--- src/rtl/capture_consts.svh ---
/*
 * size constants for the sparse capture unit
 * channel count, sample and timestamp widths, buffer depths, bus widths
 */
`ifndef CAPTURE_CONSTS_SVH
`define CAPTURE_CONSTS_SVH

// channels and sample format
`define CAP_N_CHANNELS 2
`define CAP_SAMPLE_WIDTH 16

// per-channel buffer depths
`define CAP_DATA_DEPTH 64
`define CAP_TS_DEPTH 16

// timestamp = {timer, saved-sample index}, 32 bits total
`define CAP_TIMER_WIDTH 24
`define CAP_INDEX_WIDTH 8

// wishbone word address and data widths
`define CAP_WB_ADDR_WIDTH 3
`define CAP_WB_DATA_WIDTH 32

`endif

--- src/rtl/capture_pkg.sv ---
/*
 * shared types for the sparse capture unit
 * state, field and register enums, structs passed between modules
 */
`include "capture_consts.svh"

package capture_pkg;

  // derived widths
  localparam int CH_W = $clog2(`CAP_N_CHANNELS);
  localparam int DATA_AW = $clog2(`CAP_DATA_DEPTH);
  localparam int TS_AW = $clog2(`CAP_TS_DEPTH);
  localparam int TS_W = `CAP_TIMER_WIDTH + `CAP_INDEX_WIDTH;
  localparam int SCNT_W = `CAP_INDEX_WIDTH;
  localparam int TCNT_W = TS_AW + 1;

  // top-level state, also what the status register returns
  typedef enum logic [2:0] {
    ST_IDLE,
    ST_CAPTURE,
    ST_READ_TS,
    ST_READ_DATA,
    ST_DONE
  } ctrl_state_e;

  // which word of a channel section the readout is on
  typedef enum logic [1:0] {
    F_CHANNEL,
    F_COUNT,
    F_ENTRY
  } read_field_e;

  // register map
  typedef enum logic [`CAP_WB_ADDR_WIDTH-1:0] {
    A_CONTROL = 3'd0,
    A_STATUS  = 3'd1,
    A_THRESH0 = 3'd2,
    A_THRESH1 = 3'd3,
    A_READOUT = 3'd4
  } reg_addr_e;

  typedef struct packed {
    logic                         valid;
    logic [`CAP_SAMPLE_WIDTH-1:0] sample;
  } sample_in_t;

  typedef struct packed {
    logic [`CAP_SAMPLE_WIDTH-1:0] high;
    logic [`CAP_SAMPLE_WIDTH-1:0] low;
  } thresholds_t;

  // one write into a channel buffer, sample and timestamp side
  typedef struct packed {
    logic                         sample_we;
    logic [DATA_AW-1:0]           sample_addr;
    logic [`CAP_SAMPLE_WIDTH-1:0] sample;
    logic                         ts_we;
    logic [TS_AW-1:0]             ts_addr;
    logic [TS_W-1:0]              ts;
  } buf_wr_t;

  typedef struct packed {
    logic [SCNT_W-1:0] n_samples;
    logic [TCNT_W-1:0] n_ts;
  } fill_counts_t;

  // phase 0 is timestamps, phase 1 is data
  typedef struct packed {
    logic [CH_W-1:0]    channel;
    logic               phase;
    read_field_e        field;
    logic [DATA_AW-1:0] index;
  } read_pos_t;

endpackage

--- src/rtl/hysteresis_discriminator.sv ---
/*
 * per-channel hysteresis discriminator
 * threshold compare, is_high state, accepted-sample timer, fill counts
 */
`timescale 1ns/1ps
`include "capture_consts.svh"

module hysteresis_discriminator import capture_pkg::*; (
  input  logic         clk,
  input  logic         reset,
  input  logic         clear,
  input  logic         capture,
  input  sample_in_t   sample_in,
  input  thresholds_t  thresholds,
  output buf_wr_t      wr,
  output fill_counts_t counts
);

  logic                        is_high;
  logic                        high_next;
  logic                        accept;
  logic                        save;
  logic                        save_ts;
  logic [`CAP_TIMER_WIDTH-1:0] timer;
  logic [SCNT_W-1:0]           n_samples;
  logic [TCNT_W-1:0]           n_ts;

  // samples only count while capture runs
  assign accept = capture && sample_in.valid;

  // above high sets, below low clears, in between holds
  always_comb begin
    if (sample_in.sample > thresholds.high) begin
      high_next = 1'b1;
    end else if (sample_in.sample < thresholds.low) begin
      high_next = 1'b0;
    end else begin
      high_next = is_high;
    end
  end

  assign save = accept && high_next && (n_samples < `CAP_DATA_DEPTH);
  // rising edge of is_high starts a burst
  assign save_ts = save && !is_high && (n_ts < `CAP_TS_DEPTH);

  //////////////////////////////
  // buffer write request
  //////////////////////////////
  assign wr.sample_we = save;
  assign wr.sample_addr = n_samples[DATA_AW-1:0];
  assign wr.sample = sample_in.sample;
  assign wr.ts_we = save_ts;
  assign wr.ts_addr = n_ts[TS_AW-1:0];
  // timer and index before this sample
  assign wr.ts = {timer, n_samples};

  assign counts.n_samples = n_samples;
  assign counts.n_ts = n_ts;

  always_ff @(posedge clk) begin
    if (reset || clear) begin
      is_high <= 1'b0;
      timer <= '0;
      n_samples <= '0;
      n_ts <= '0;
    end else if (accept) begin
      is_high <= high_next;
      timer <= timer + 1'b1;
      if (save) begin
        n_samples <= n_samples + 1'b1;
      end
      if (save_ts) begin
        n_ts <= n_ts + 1'b1;
      end
    end
  end

endmodule

--- src/rtl/channel_buffer.sv ---
/*
 * per-channel storage
 * sample memory and timestamp memory with registered reads
 */
`timescale 1ns/1ps
`include "capture_consts.svh"

module channel_buffer import capture_pkg::*; (
  input  logic                         clk,
  input  buf_wr_t                      wr,
  input  logic [DATA_AW-1:0]           rd_index,
  output logic [TS_W-1:0]              ts_rd,
  output logic [`CAP_SAMPLE_WIDTH-1:0] sample_rd
);

  logic [`CAP_SAMPLE_WIDTH-1:0] data_mem [`CAP_DATA_DEPTH];
  logic [TS_W-1:0]              ts_mem [`CAP_TS_DEPTH];

  // write side, one port per memory
  always_ff @(posedge clk) begin
    if (wr.sample_we) begin
      data_mem[wr.sample_addr] <= wr.sample;
    end
  end

  always_ff @(posedge clk) begin
    if (wr.ts_we) begin
      ts_mem[wr.ts_addr] <= wr.ts;
    end
  end

  // read side, one cycle latency
  // timestamp memory is shallower, so only the low index bits address it
  always_ff @(posedge clk) begin
    sample_rd <= data_mem[rd_index];
    ts_rd <= ts_mem[rd_index[TS_AW-1:0]];
  end

endmodule

--- src/rtl/readout_counter.sv ---
/*
 * readout position counter
 * walks phase, channel, field and entry index over the readout sequence
 */
`timescale 1ns/1ps
`include "capture_consts.svh"

module readout_counter import capture_pkg::*; (
  input  logic         clk,
  input  logic         reset,
  input  logic         begin_phase,
  input  logic         step,
  input  fill_counts_t counts [`CAP_N_CHANNELS],
  output read_pos_t    pos,
  output logic         last
);

  logic [SCNT_W-1:0] cur_count;
  logic [SCNT_W-1:0] idx_plus;
  logic              entries_done;
  logic              last_channel;

  // entry count of the section being read
  assign cur_count = pos.phase ? counts[pos.channel].n_samples :
                                 SCNT_W'(counts[pos.channel].n_ts);
  assign idx_plus = SCNT_W'(pos.index) + 1'b1;

  // this word closes the channel section
  // empty sections end at the count word
  assign entries_done = (pos.field == F_COUNT && cur_count == '0) ||
                        (pos.field == F_ENTRY && idx_plus == cur_count);
  assign last_channel = pos.channel == CH_W'(`CAP_N_CHANNELS - 1);

  // final word of the data phase
  assign last = pos.phase && last_channel && entries_done;

  always_ff @(posedge clk) begin
    if (reset || begin_phase) begin
      pos <= '0;
    end else if (step) begin
      if (entries_done) begin
        // next channel header, wrap into the data phase
        pos.field <= F_CHANNEL;
        pos.index <= '0;
        if (last_channel) begin
          pos.channel <= '0;
          pos.phase <= 1'b1;
        end else begin
          pos.channel <= pos.channel + 1'b1;
        end
      end else if (pos.field == F_CHANNEL) begin
        pos.field <= F_COUNT;
      end else if (pos.field == F_COUNT) begin
        pos.field <= F_ENTRY;
        pos.index <= '0;
      end else begin
        pos.index <= pos.index + 1'b1;
      end
    end
  end

endmodule

--- src/rtl/capture_control.sv ---
/*
 * capture and readout sequencing
 * top FSM, clear and step pulses, readout word mux and output register
 */
`timescale 1ns/1ps
`include "capture_consts.svh"

module capture_control import capture_pkg::*; (
  input  logic                          clk,
  input  logic                          reset,
  input  logic                          start,
  input  logic                          stop,
  input  logic                          read_req,
  input  read_pos_t                     pos,
  input  logic                          last,
  input  fill_counts_t                  counts [`CAP_N_CHANNELS],
  input  logic [TS_W-1:0]               ts_rd [`CAP_N_CHANNELS],
  input  logic [`CAP_SAMPLE_WIDTH-1:0]  sample_rd [`CAP_N_CHANNELS],
  output ctrl_state_e                   state,
  output logic                          clear,
  output logic                          capture,
  output logic                          step,
  output logic [`CAP_WB_DATA_WIDTH-1:0] word,
  output logic                          word_valid
);

  logic                          reading;
  logic                          rd_pend;
  logic                          rd_live;
  read_pos_t                     pos_q;
  logic [CH_W-1:0]               ch;
  logic [`CAP_WB_DATA_WIDTH-1:0] word_next;

  assign reading = (state == ST_READ_TS) || (state == ST_READ_DATA);

  // start only counts from idle or done
  assign clear = start && (state == ST_IDLE || state == ST_DONE);
  assign capture = state == ST_CAPTURE;
  // each bus read moves the counter one word on
  assign step = read_req && reading;

  //////////////////////////////
  // state machine
  //////////////////////////////
  always_ff @(posedge clk) begin
    if (reset) begin
      state <= ST_IDLE;
    end else begin
      case (state)
        ST_IDLE, ST_DONE: begin
          if (start) begin
            state <= ST_CAPTURE;
          end
        end
        ST_CAPTURE: begin
          if (stop) begin
            state <= ST_READ_TS;
          end
        end
        // the counter flips its phase bit after the last timestamp word
        ST_READ_TS: begin
          if (pos.phase) begin
            state <= ST_READ_DATA;
          end
        end
        ST_READ_DATA: begin
          if (step && last) begin
            state <= ST_DONE;
          end
        end
        default: begin
          state <= ST_IDLE;
        end
      endcase
    end
  end

  //////////////////////////////
  // read pipeline
  //////////////////////////////
  // cycle 0 has read_req high while buffers and pos_q load
  // cycle 1 loads the word register from the mux
  // cycle 2 raises word_valid
  always_ff @(posedge clk) begin
    if (reset) begin
      rd_pend <= 1'b0;
      rd_live <= 1'b0;
      word_valid <= 1'b0;
    end else begin
      rd_pend <= read_req;
      word_valid <= rd_pend;
      if (read_req) begin
        rd_live <= reading;
      end
    end
  end

  // position copy lines up with the buffer read data
  always_ff @(posedge clk) begin
    if (read_req) begin
      pos_q <= pos;
    end
  end

  assign ch = pos_q.channel;

  always_comb begin
    case (pos_q.field)
      F_CHANNEL: word_next = `CAP_WB_DATA_WIDTH'(pos_q.channel);
      F_COUNT: begin
        if (pos_q.phase) begin
          word_next = `CAP_WB_DATA_WIDTH'(counts[ch].n_samples);
        end else begin
          word_next = `CAP_WB_DATA_WIDTH'(counts[ch].n_ts);
        end
      end
      F_ENTRY: begin
        if (pos_q.phase) begin
          word_next = `CAP_WB_DATA_WIDTH'(sample_rd[ch]);
        end else begin
          word_next = `CAP_WB_DATA_WIDTH'(ts_rd[ch]);
        end
      end
      default: word_next = '0;
    endcase
  end

  // reads outside the readout phases return zero
  always_ff @(posedge clk) begin
    if (rd_pend) begin
      word <= rd_live ? word_next : '0;
    end
  end

endmodule

--- src/rtl/wb_capture_regs.sv ---
/*
 * wishbone classic slave for the capture unit
 * register decode, threshold registers, control and readout pulses
 */
`timescale 1ns/1ps
`include "capture_consts.svh"

module wb_capture_regs import capture_pkg::*; (
  input  logic                          clk,
  input  logic                          reset,
  input  logic                          wb_cyc,
  input  logic                          wb_stb,
  input  logic                          wb_we,
  input  logic [`CAP_WB_ADDR_WIDTH-1:0] wb_adr,
  input  logic [`CAP_WB_DATA_WIDTH-1:0] wb_dat_w,
  output logic [`CAP_WB_DATA_WIDTH-1:0] wb_dat_r,
  output logic                          wb_ack,
  input  ctrl_state_e                   state,
  input  logic [`CAP_WB_DATA_WIDTH-1:0] word,
  input  logic                          word_valid,
  output thresholds_t                   thresholds [`CAP_N_CHANNELS],
  output logic                          start,
  output logic                          stop,
  output logic                          read_req
);

  reg_addr_e                     addr;
  logic                          access;
  logic                          rd_busy;
  logic [`CAP_WB_DATA_WIDTH-1:0] reg_rdata;

  assign addr = reg_addr_e'(wb_adr);
  // new cycle seen, not the tail of one already acked
  assign access = wb_cyc && wb_stb && !wb_ack && !rd_busy;

  always_comb begin
    case (addr)
      A_STATUS:  reg_rdata = `CAP_WB_DATA_WIDTH'(state);
      A_THRESH0: reg_rdata = thresholds[0];
      A_THRESH1: reg_rdata = thresholds[1];
      default:   reg_rdata = '0;
    endcase
  end

  //////////////////////////////
  // ack, pulses, thresholds
  //////////////////////////////
  always_ff @(posedge clk) begin
    if (reset) begin
      wb_ack <= 1'b0;
      rd_busy <= 1'b0;
      start <= 1'b0;
      stop <= 1'b0;
      read_req <= 1'b0;
      for (int i = 0; i < `CAP_N_CHANNELS; i++) begin
        thresholds[i] <= '0;
      end
    end else begin
      wb_ack <= 1'b0;
      start <= 1'b0;
      stop <= 1'b0;
      read_req <= 1'b0;
      if (rd_busy) begin
        // readout read waits for the control side word
        if (word_valid) begin
          wb_ack <= 1'b1;
          rd_busy <= 1'b0;
        end
      end else if (access) begin
        if (!wb_we && addr == A_READOUT) begin
          read_req <= 1'b1;
          rd_busy <= 1'b1;
        end else begin
          wb_ack <= 1'b1;
          if (wb_we) begin
            case (addr)
              A_CONTROL: begin
                start <= wb_dat_w[0];
                stop <= wb_dat_w[1];
              end
              A_THRESH0: thresholds[0] <= thresholds_t'(wb_dat_w);
              A_THRESH1: thresholds[1] <= thresholds_t'(wb_dat_w);
              default: ;
            endcase
          end
        end
      end
    end
  end

  // read data, register reads or the returned readout word
  always_ff @(posedge clk) begin
    if (rd_busy && word_valid) begin
      wb_dat_r <= word;
    end else if (access && !wb_we) begin
      wb_dat_r <= reg_rdata;
    end
  end

endmodule

--- src/rtl/sparse_capture_top.sv ---
/*
 * sparse capture unit top level
 * bus slave, control FSM, readout counter, per-channel discriminator and buffer
 */
`timescale 1ns/1ps
`include "capture_consts.svh"

module sparse_capture_top import capture_pkg::*; (
  input  logic                          clk,
  input  logic                          reset,
  input  logic                          wb_cyc,
  input  logic                          wb_stb,
  input  logic                          wb_we,
  input  logic [`CAP_WB_ADDR_WIDTH-1:0] wb_adr,
  input  logic [`CAP_WB_DATA_WIDTH-1:0] wb_dat_w,
  output logic [`CAP_WB_DATA_WIDTH-1:0] wb_dat_r,
  output logic                          wb_ack,
  input  sample_in_t                    sample_in [`CAP_N_CHANNELS]
);

  thresholds_t                   thresholds [`CAP_N_CHANNELS];
  fill_counts_t                  counts [`CAP_N_CHANNELS];
  buf_wr_t                       buf_wr [`CAP_N_CHANNELS];
  logic [TS_W-1:0]               ts_rd [`CAP_N_CHANNELS];
  logic [`CAP_SAMPLE_WIDTH-1:0]  sample_rd [`CAP_N_CHANNELS];
  ctrl_state_e                   state;
  read_pos_t                     pos;
  logic [`CAP_WB_DATA_WIDTH-1:0] word;
  logic                          word_valid;
  logic                          start;
  logic                          stop;
  logic                          read_req;
  logic                          clear;
  logic                          capture;
  logic                          step;
  logic                          last;

  wb_capture_regs u_regs (
    .clk, .reset,
    .wb_cyc, .wb_stb, .wb_we, .wb_adr, .wb_dat_w, .wb_dat_r, .wb_ack,
    .state, .word, .word_valid,
    .thresholds, .start, .stop, .read_req
  );

  capture_control u_ctrl (
    .clk, .reset, .start, .stop, .read_req,
    .pos, .last, .counts, .ts_rd, .sample_rd,
    .state, .clear, .capture, .step, .word, .word_valid
  );

  // counter rewinds on the same pulse that clears the channels
  readout_counter u_cnt (
    .clk, .reset, .begin_phase(clear), .step, .counts, .pos, .last
  );

  ////////////////////////////////
  // per-channel datapath
  ////////////////////////////////
  for (genvar i = 0; i < `CAP_N_CHANNELS; i++) begin : g_chan
    hysteresis_discriminator u_disc (
      .clk, .reset, .clear, .capture,
      .sample_in(sample_in[i]), .thresholds(thresholds[i]),
      .wr(buf_wr[i]), .counts(counts[i])
    );

    channel_buffer u_buf (
      .clk, .wr(buf_wr[i]), .rd_index(pos.index),
      .ts_rd(ts_rd[i]), .sample_rd(sample_rd[i])
    );
  end

endmodule

--- config.mk ---
export PLATFORM = sky130hd
export DESIGN_NAME = sparse_capture_top
export DESIGN_NICKNAME = d
export VERILOG_FILES = /design/src/rtl/capture_pkg.sv /design/src/rtl/hysteresis_discriminator.sv /design/src/rtl/channel_buffer.sv /design/src/rtl/readout_counter.sv /design/src/rtl/capture_control.sv /design/src/rtl/wb_capture_regs.sv /design/src/rtl/sparse_capture_top.sv
export VERILOG_INCLUDE_DIRS = /design/src /design/src/rtl
export SDC_FILE = /design/constraint.sdc
export NUM_CORES = 2
export LEC_CHECK = 0
export BUFFER_PORTS_ARGS = -buffer_cell sky130_fd_sc_hd__buf_2
export CAP_MARGIN = 10
export CORE_ASPECT_RATIO = 0.6
export CORE_MARGIN = 4
export CORE_UTILIZATION = 45
export CTS_CLUSTER_SIZE = 16
export DETAILED_ROUTE_END_ITERATION = 7
export PLACE_DENSITY_LB_ADDON = 0.08
export SETUP_SLACK_MARGIN = 0.1
export SYNTH_ARGS = -nofsm -noshare
export SYNTH_HDL_FRONTEND = slang
export SYNTH_HIERARCHICAL = 1
export SYNTH_SLANG_ARGS = --single-unit
--- constraint.sdc ---
create_clock -name clk -period 6.54 [get_ports clk]
set_input_delay 0.981 -clock clk [delete_from_list [all_inputs] [get_ports clk]]
set_output_delay 0.981 -clock clk [all_outputs]
set_load 0.02 [all_outputs]
==> run_results.csv <==
group,metric,value,unit
sta,worstMarginPinSlew,1.39,ns
cts,cts_tree,"yes",
cts,htree_levels,5,
cts,cts_resized,0,
floorplanning,fp.dieArea,304000,µm²
cts,cts.path.max_buffers,4,
grt,grt_pass1_wl,519000,µm
grt,grt_pass1_vias,63075,
cts,clk_pin_slew,0.07,ns
floorplanning,num_io_pins,107,
critical_path,worstSetupPathDepth,10,
critical_path,max_stage_delay,1.03,ns
yosys,synth-edff-count,3140,
power_and_ir_drop,p_switching,8970,µW
floorplanning,std_cell_rows,154,
grt,grtUsageMet1,38.9,%
critical_path,path_delay_family,"simple AND/OR/NAND/NOR gates",
power_and_ir_drop,seq_power_share,55.0,%
yosys,syn_nets,6523,
grt,grt.total_usage,24.4,%
sta,min_period_over_period,75.5,%
sta,fin_crit,4.94,ns
critical_path,crit_path_end_kind,"register",
floorplanning,core_area,293000,µm²
yosys,ys_seq_elements,3397,
yosys,ys.flop_type,"edfxtp_1",
grt,grt_max_degree,136,
finish,layoutNonFillerInstCount,10856,
critical_path,cp_cell_sequence,"nor3b_2 -> buf_4 -> nand2_1 -> or3_1 -> nor2_1 -> a32oi_4 -> inv_1 -> nor2b_1 -> nand2_1 -> nor2_2",
power_and_ir_drop,ir_drop,209,µV
routing,drt-initial-drc-count,8614,
grt,grt_remaining_overflow,0,
finish,drive_gt1_share,28.0,%
power_and_ir_drop,p_clk_share,42.3,%
cts,cts_buffers,321,
routing,ant_nets,0,
sta,rsz0062_at_grt,"no",
routing,first_pass_iters,5,
yosys,ys_top_cells_by_area,"edfxtp_1 71%, mux4_2 14%, dfxtp_1 3.9%",
place,dp_cells,10262,
place,routabilityCongestion,0.897,
floorplanning,die_y,429,µm
cts,clk_root_buffer_cell,"clkbuf_16",
sta,finalSetupTns,0,ns
critical_path,crit_arrival,5.44,ns
routing,wl_per_cell,34.5,µm
routing,vias,65677,
finish,final_common_cell,"edfxtp_1",
cts,cts-hold-fix-buffers,0,
floorplanning,start_util,45.2,%
sta,slew_violations,0,
run_status,status,"finished, final reports clean",
yosys,synth_top_area_cell,"edfxtp_1",
critical_path,crit_buf_inv,2,
finish,mostFrequentLayoutCells,"3,140 x edfxtp_1, 841 x mux4_2, 328 x clkbuf_16, 252 x buf_4, 250 x dfxtp_1",
critical_path,crit_required,7.04,ns
critical_path,crit_fanout,16,
cts,post-cts-setup-buffers,0,
place,dp_hpwl,239000,µm
cts,cts_sinks,3397,
critical_path,crit_path_top_delay_cell,"nor2_2",
power_and_ir_drop,p_int,34200,µW
sta,fin_skew,0.0556,ns
routing,drc,0,
job,drv_cap,0,
power_and_ir_drop,power_density,290,nW/µm²
critical_path,cp_common_cell,"nand2_1",
finish,nets,6830,
power_and_ir_drop,p_leak,0.0471,µW
power_and_ir_drop,sw_frac_of_total,20.8,%
sta,clock.fmax,202,MHz
yosys,yosysUniqueCellTypes,89,
sta,setup-violations-final,0,
floorplanning,fp.dieW,709,µm
hold_path,hold_class,"primary input to register",
place,port_buffers,106,
sta,slew-limit-headroom,6.56,%
critical_path,crit_type,"register to register",
sta,hold_violations,0,
yosys,yosysSeqAreaShare,74.9,%
finish,seqCellArea,99500,µm²
critical_path,r2r_cells,10,
hold_path,worstHoldPathCells,1,
yosys,ys_warn_count,6,
grt,grt-busiest-layer,"met1",
grt,use_met2,33.7,%
finish,final_core_util,50.7,%
cts,clock_latency,0.90,ns
yosys,async_flop_share,0,%
finish,area_delta_synth_final,12.1,%
routing,post_drt_via_cell_ratio,6.05,
grt,use_met3,5.96,%
power_and_ir_drop,totalPowerFinal,43100,µW
grt,antenna_found_initial,60,
power_and_ir_drop,power.share.combinational,2.7,%
routing,wirelength,374000,µm
yosys,synth_top_area_share,71.1,%
yosys,syn-cell-area,133000,µm²
critical_path,start_kind,"register",
yosys,syn_avg_cell_area,20.8,µm²
finish,nFillCells,23303,
yosys,synthCells,6380,
finish,multiInputGateArea,31100,µm²
==> final timing paths <==
path	slack, ns	to	from
setup / recovery	1.60	g_chan[1].u_buf/data_mem[8][14]$_DFFE_PP_	u_ctrl/state[0]$_SDFFE_PP0P_
hold / removal	0.33	g_chan[1].u_buf/data_mem[38][14]$_DFFE_PP_	sample_in[14]
setup reg to reg	1.60	g_chan[1].u_buf/data_mem[8][14]$_DFFE_PP_	u_ctrl/state[0]$_SDFFE_PP0P_
hold reg to reg	0.49	u_regs/thresholds[59]$_SDFFE_PP0P_	u_regs/thresholds[59]$_SDFFE_PP0P_
==> worst reg2reg max path: stages, from the launching register on <==
cell	delay (ns)
dfxtp_1	0.52
nor3b_2	0.26
buf_4	0.25
nand2_1	0.33
or3_1	0.47
nor2_1	0.21
a32oi_4	0.13
inv_1	0.38
nor2b_1	0.31
nand2_1	0.64
nor2_2	1.05
==> routing by layer <==
layer  vias to the layer above  wire length [µm]
met5                         -                13
met4                         2              9330
met3                       455             34600
met2                      2850            159000
met1                     35502            171000
li1                      26868                 -
==> synth_stat cells (5+ instances only) <==
cell type	instances
a2111o_1	26
or2b_2	28
dfxtp_1	257
o31ai_1	26
or2_2	6
nand2b_1	53
a211oi_1	62
or3_1	22
mux2_2	101
nor2_1	297
nand3_1	52
o21ai_0	114
mux4_2	841
nor3_1	21
o211ai_1	7
and2_1	13
and2b_1	5
o221ai_1	28
or3b_2	6
buf_1	19
buf_4	103
buf_2	109
nand2_1	110
a21oi_1	71
inv_1	74
nand3b_1	15
nand4_1	26
mux2i_1	160
ha_1	69
xnor2_1	21
clkbuf_1	140
edfxtp_1	3140
nor2b_1	53
o21ai_1	30
and3_1	23
and2b_2	27
mux4_1	7
and4_1	8
o22ai_1	64
buf_6	23
xor2_1	31
a22oi_1	14
==> layout make-up <==
class | count | area share [%]
repair buffers | 384 | 1.97
multi-input cells | 2509 | 20.9
flip-flops and latches | 3397 | 66.9
clock buffers | 411 | 5.80
well taps | 3900 | 3.28
inverters | 74 | 0.187
clock inverters | 164 | 0.940
diodes | 17 | 0.0286
==> per-stage QoR <==
step	hold slack [ns]	setup WS (ns)	area (µm²)
2_1_floorplan	0.461	0.944	133000
3_3_place_gp	0.481	1.18	139000
3_5_place_dp	0.482	1.07	139000
4_1_cts	0.272	1.66	149000
5_1_grt	0.292	1.47	149000
6_report	0.334	1.60	149000
==> kinds of logic after synthesis <==
logic type	Yosys count	share of synthesized area [%]
buffers and inverters	474	1.89
adder cells (fa/ha/maj)	69	0.651
AO/OA/AOI/OAI	480	2.44
multiplexers	1109	16.5
AND/OR/NAND/NOR	794	3.17
XOR/XNOR	57	0.423
flip-flops	3397	74.9
==> power by group through the flow <==
stage / registers, µW / logic, µW / clock network (µW)
final: 23700 / 1160 / 18300
after global routing: 23700 / 1210 / 19600
after CTS: 23700 / 1150 / 18600
after detailed placement: 24200 / 1140 / 0
after global placement: 24200 / 1140 / 0
after floorplan: 24100 / 568 / 0
==> state kept, by name, indices dropped and copies added (netlist names), 2 cells and up <==
| register | count |
|---|---|
| g_chan.u_disc/n_samples | 16 |
| g_chan.u_buf/ts_mem | 1024 |
| g_chan.u_disc/n_ts | 10 |
| g_chan.u_disc/is_high | 2 |
| u_regs/thresholds | 64 |
| u_ctrl/state | 3 |
| u_ctrl/pos_q | 3 |
| g_chan.u_buf/data_mem | 2048 |
| g_chan.u_buf/sample_rd | 32 |
| g_chan.u_buf/ts_rd | 64 |
| g_chan.u_disc/timer | 48 |
| u_ctrl/word | 32 |
| u_cnt/pos | 9 |
| u_regs/wb_dat_r | 32 |
Power figures use the tool's default switching activity.
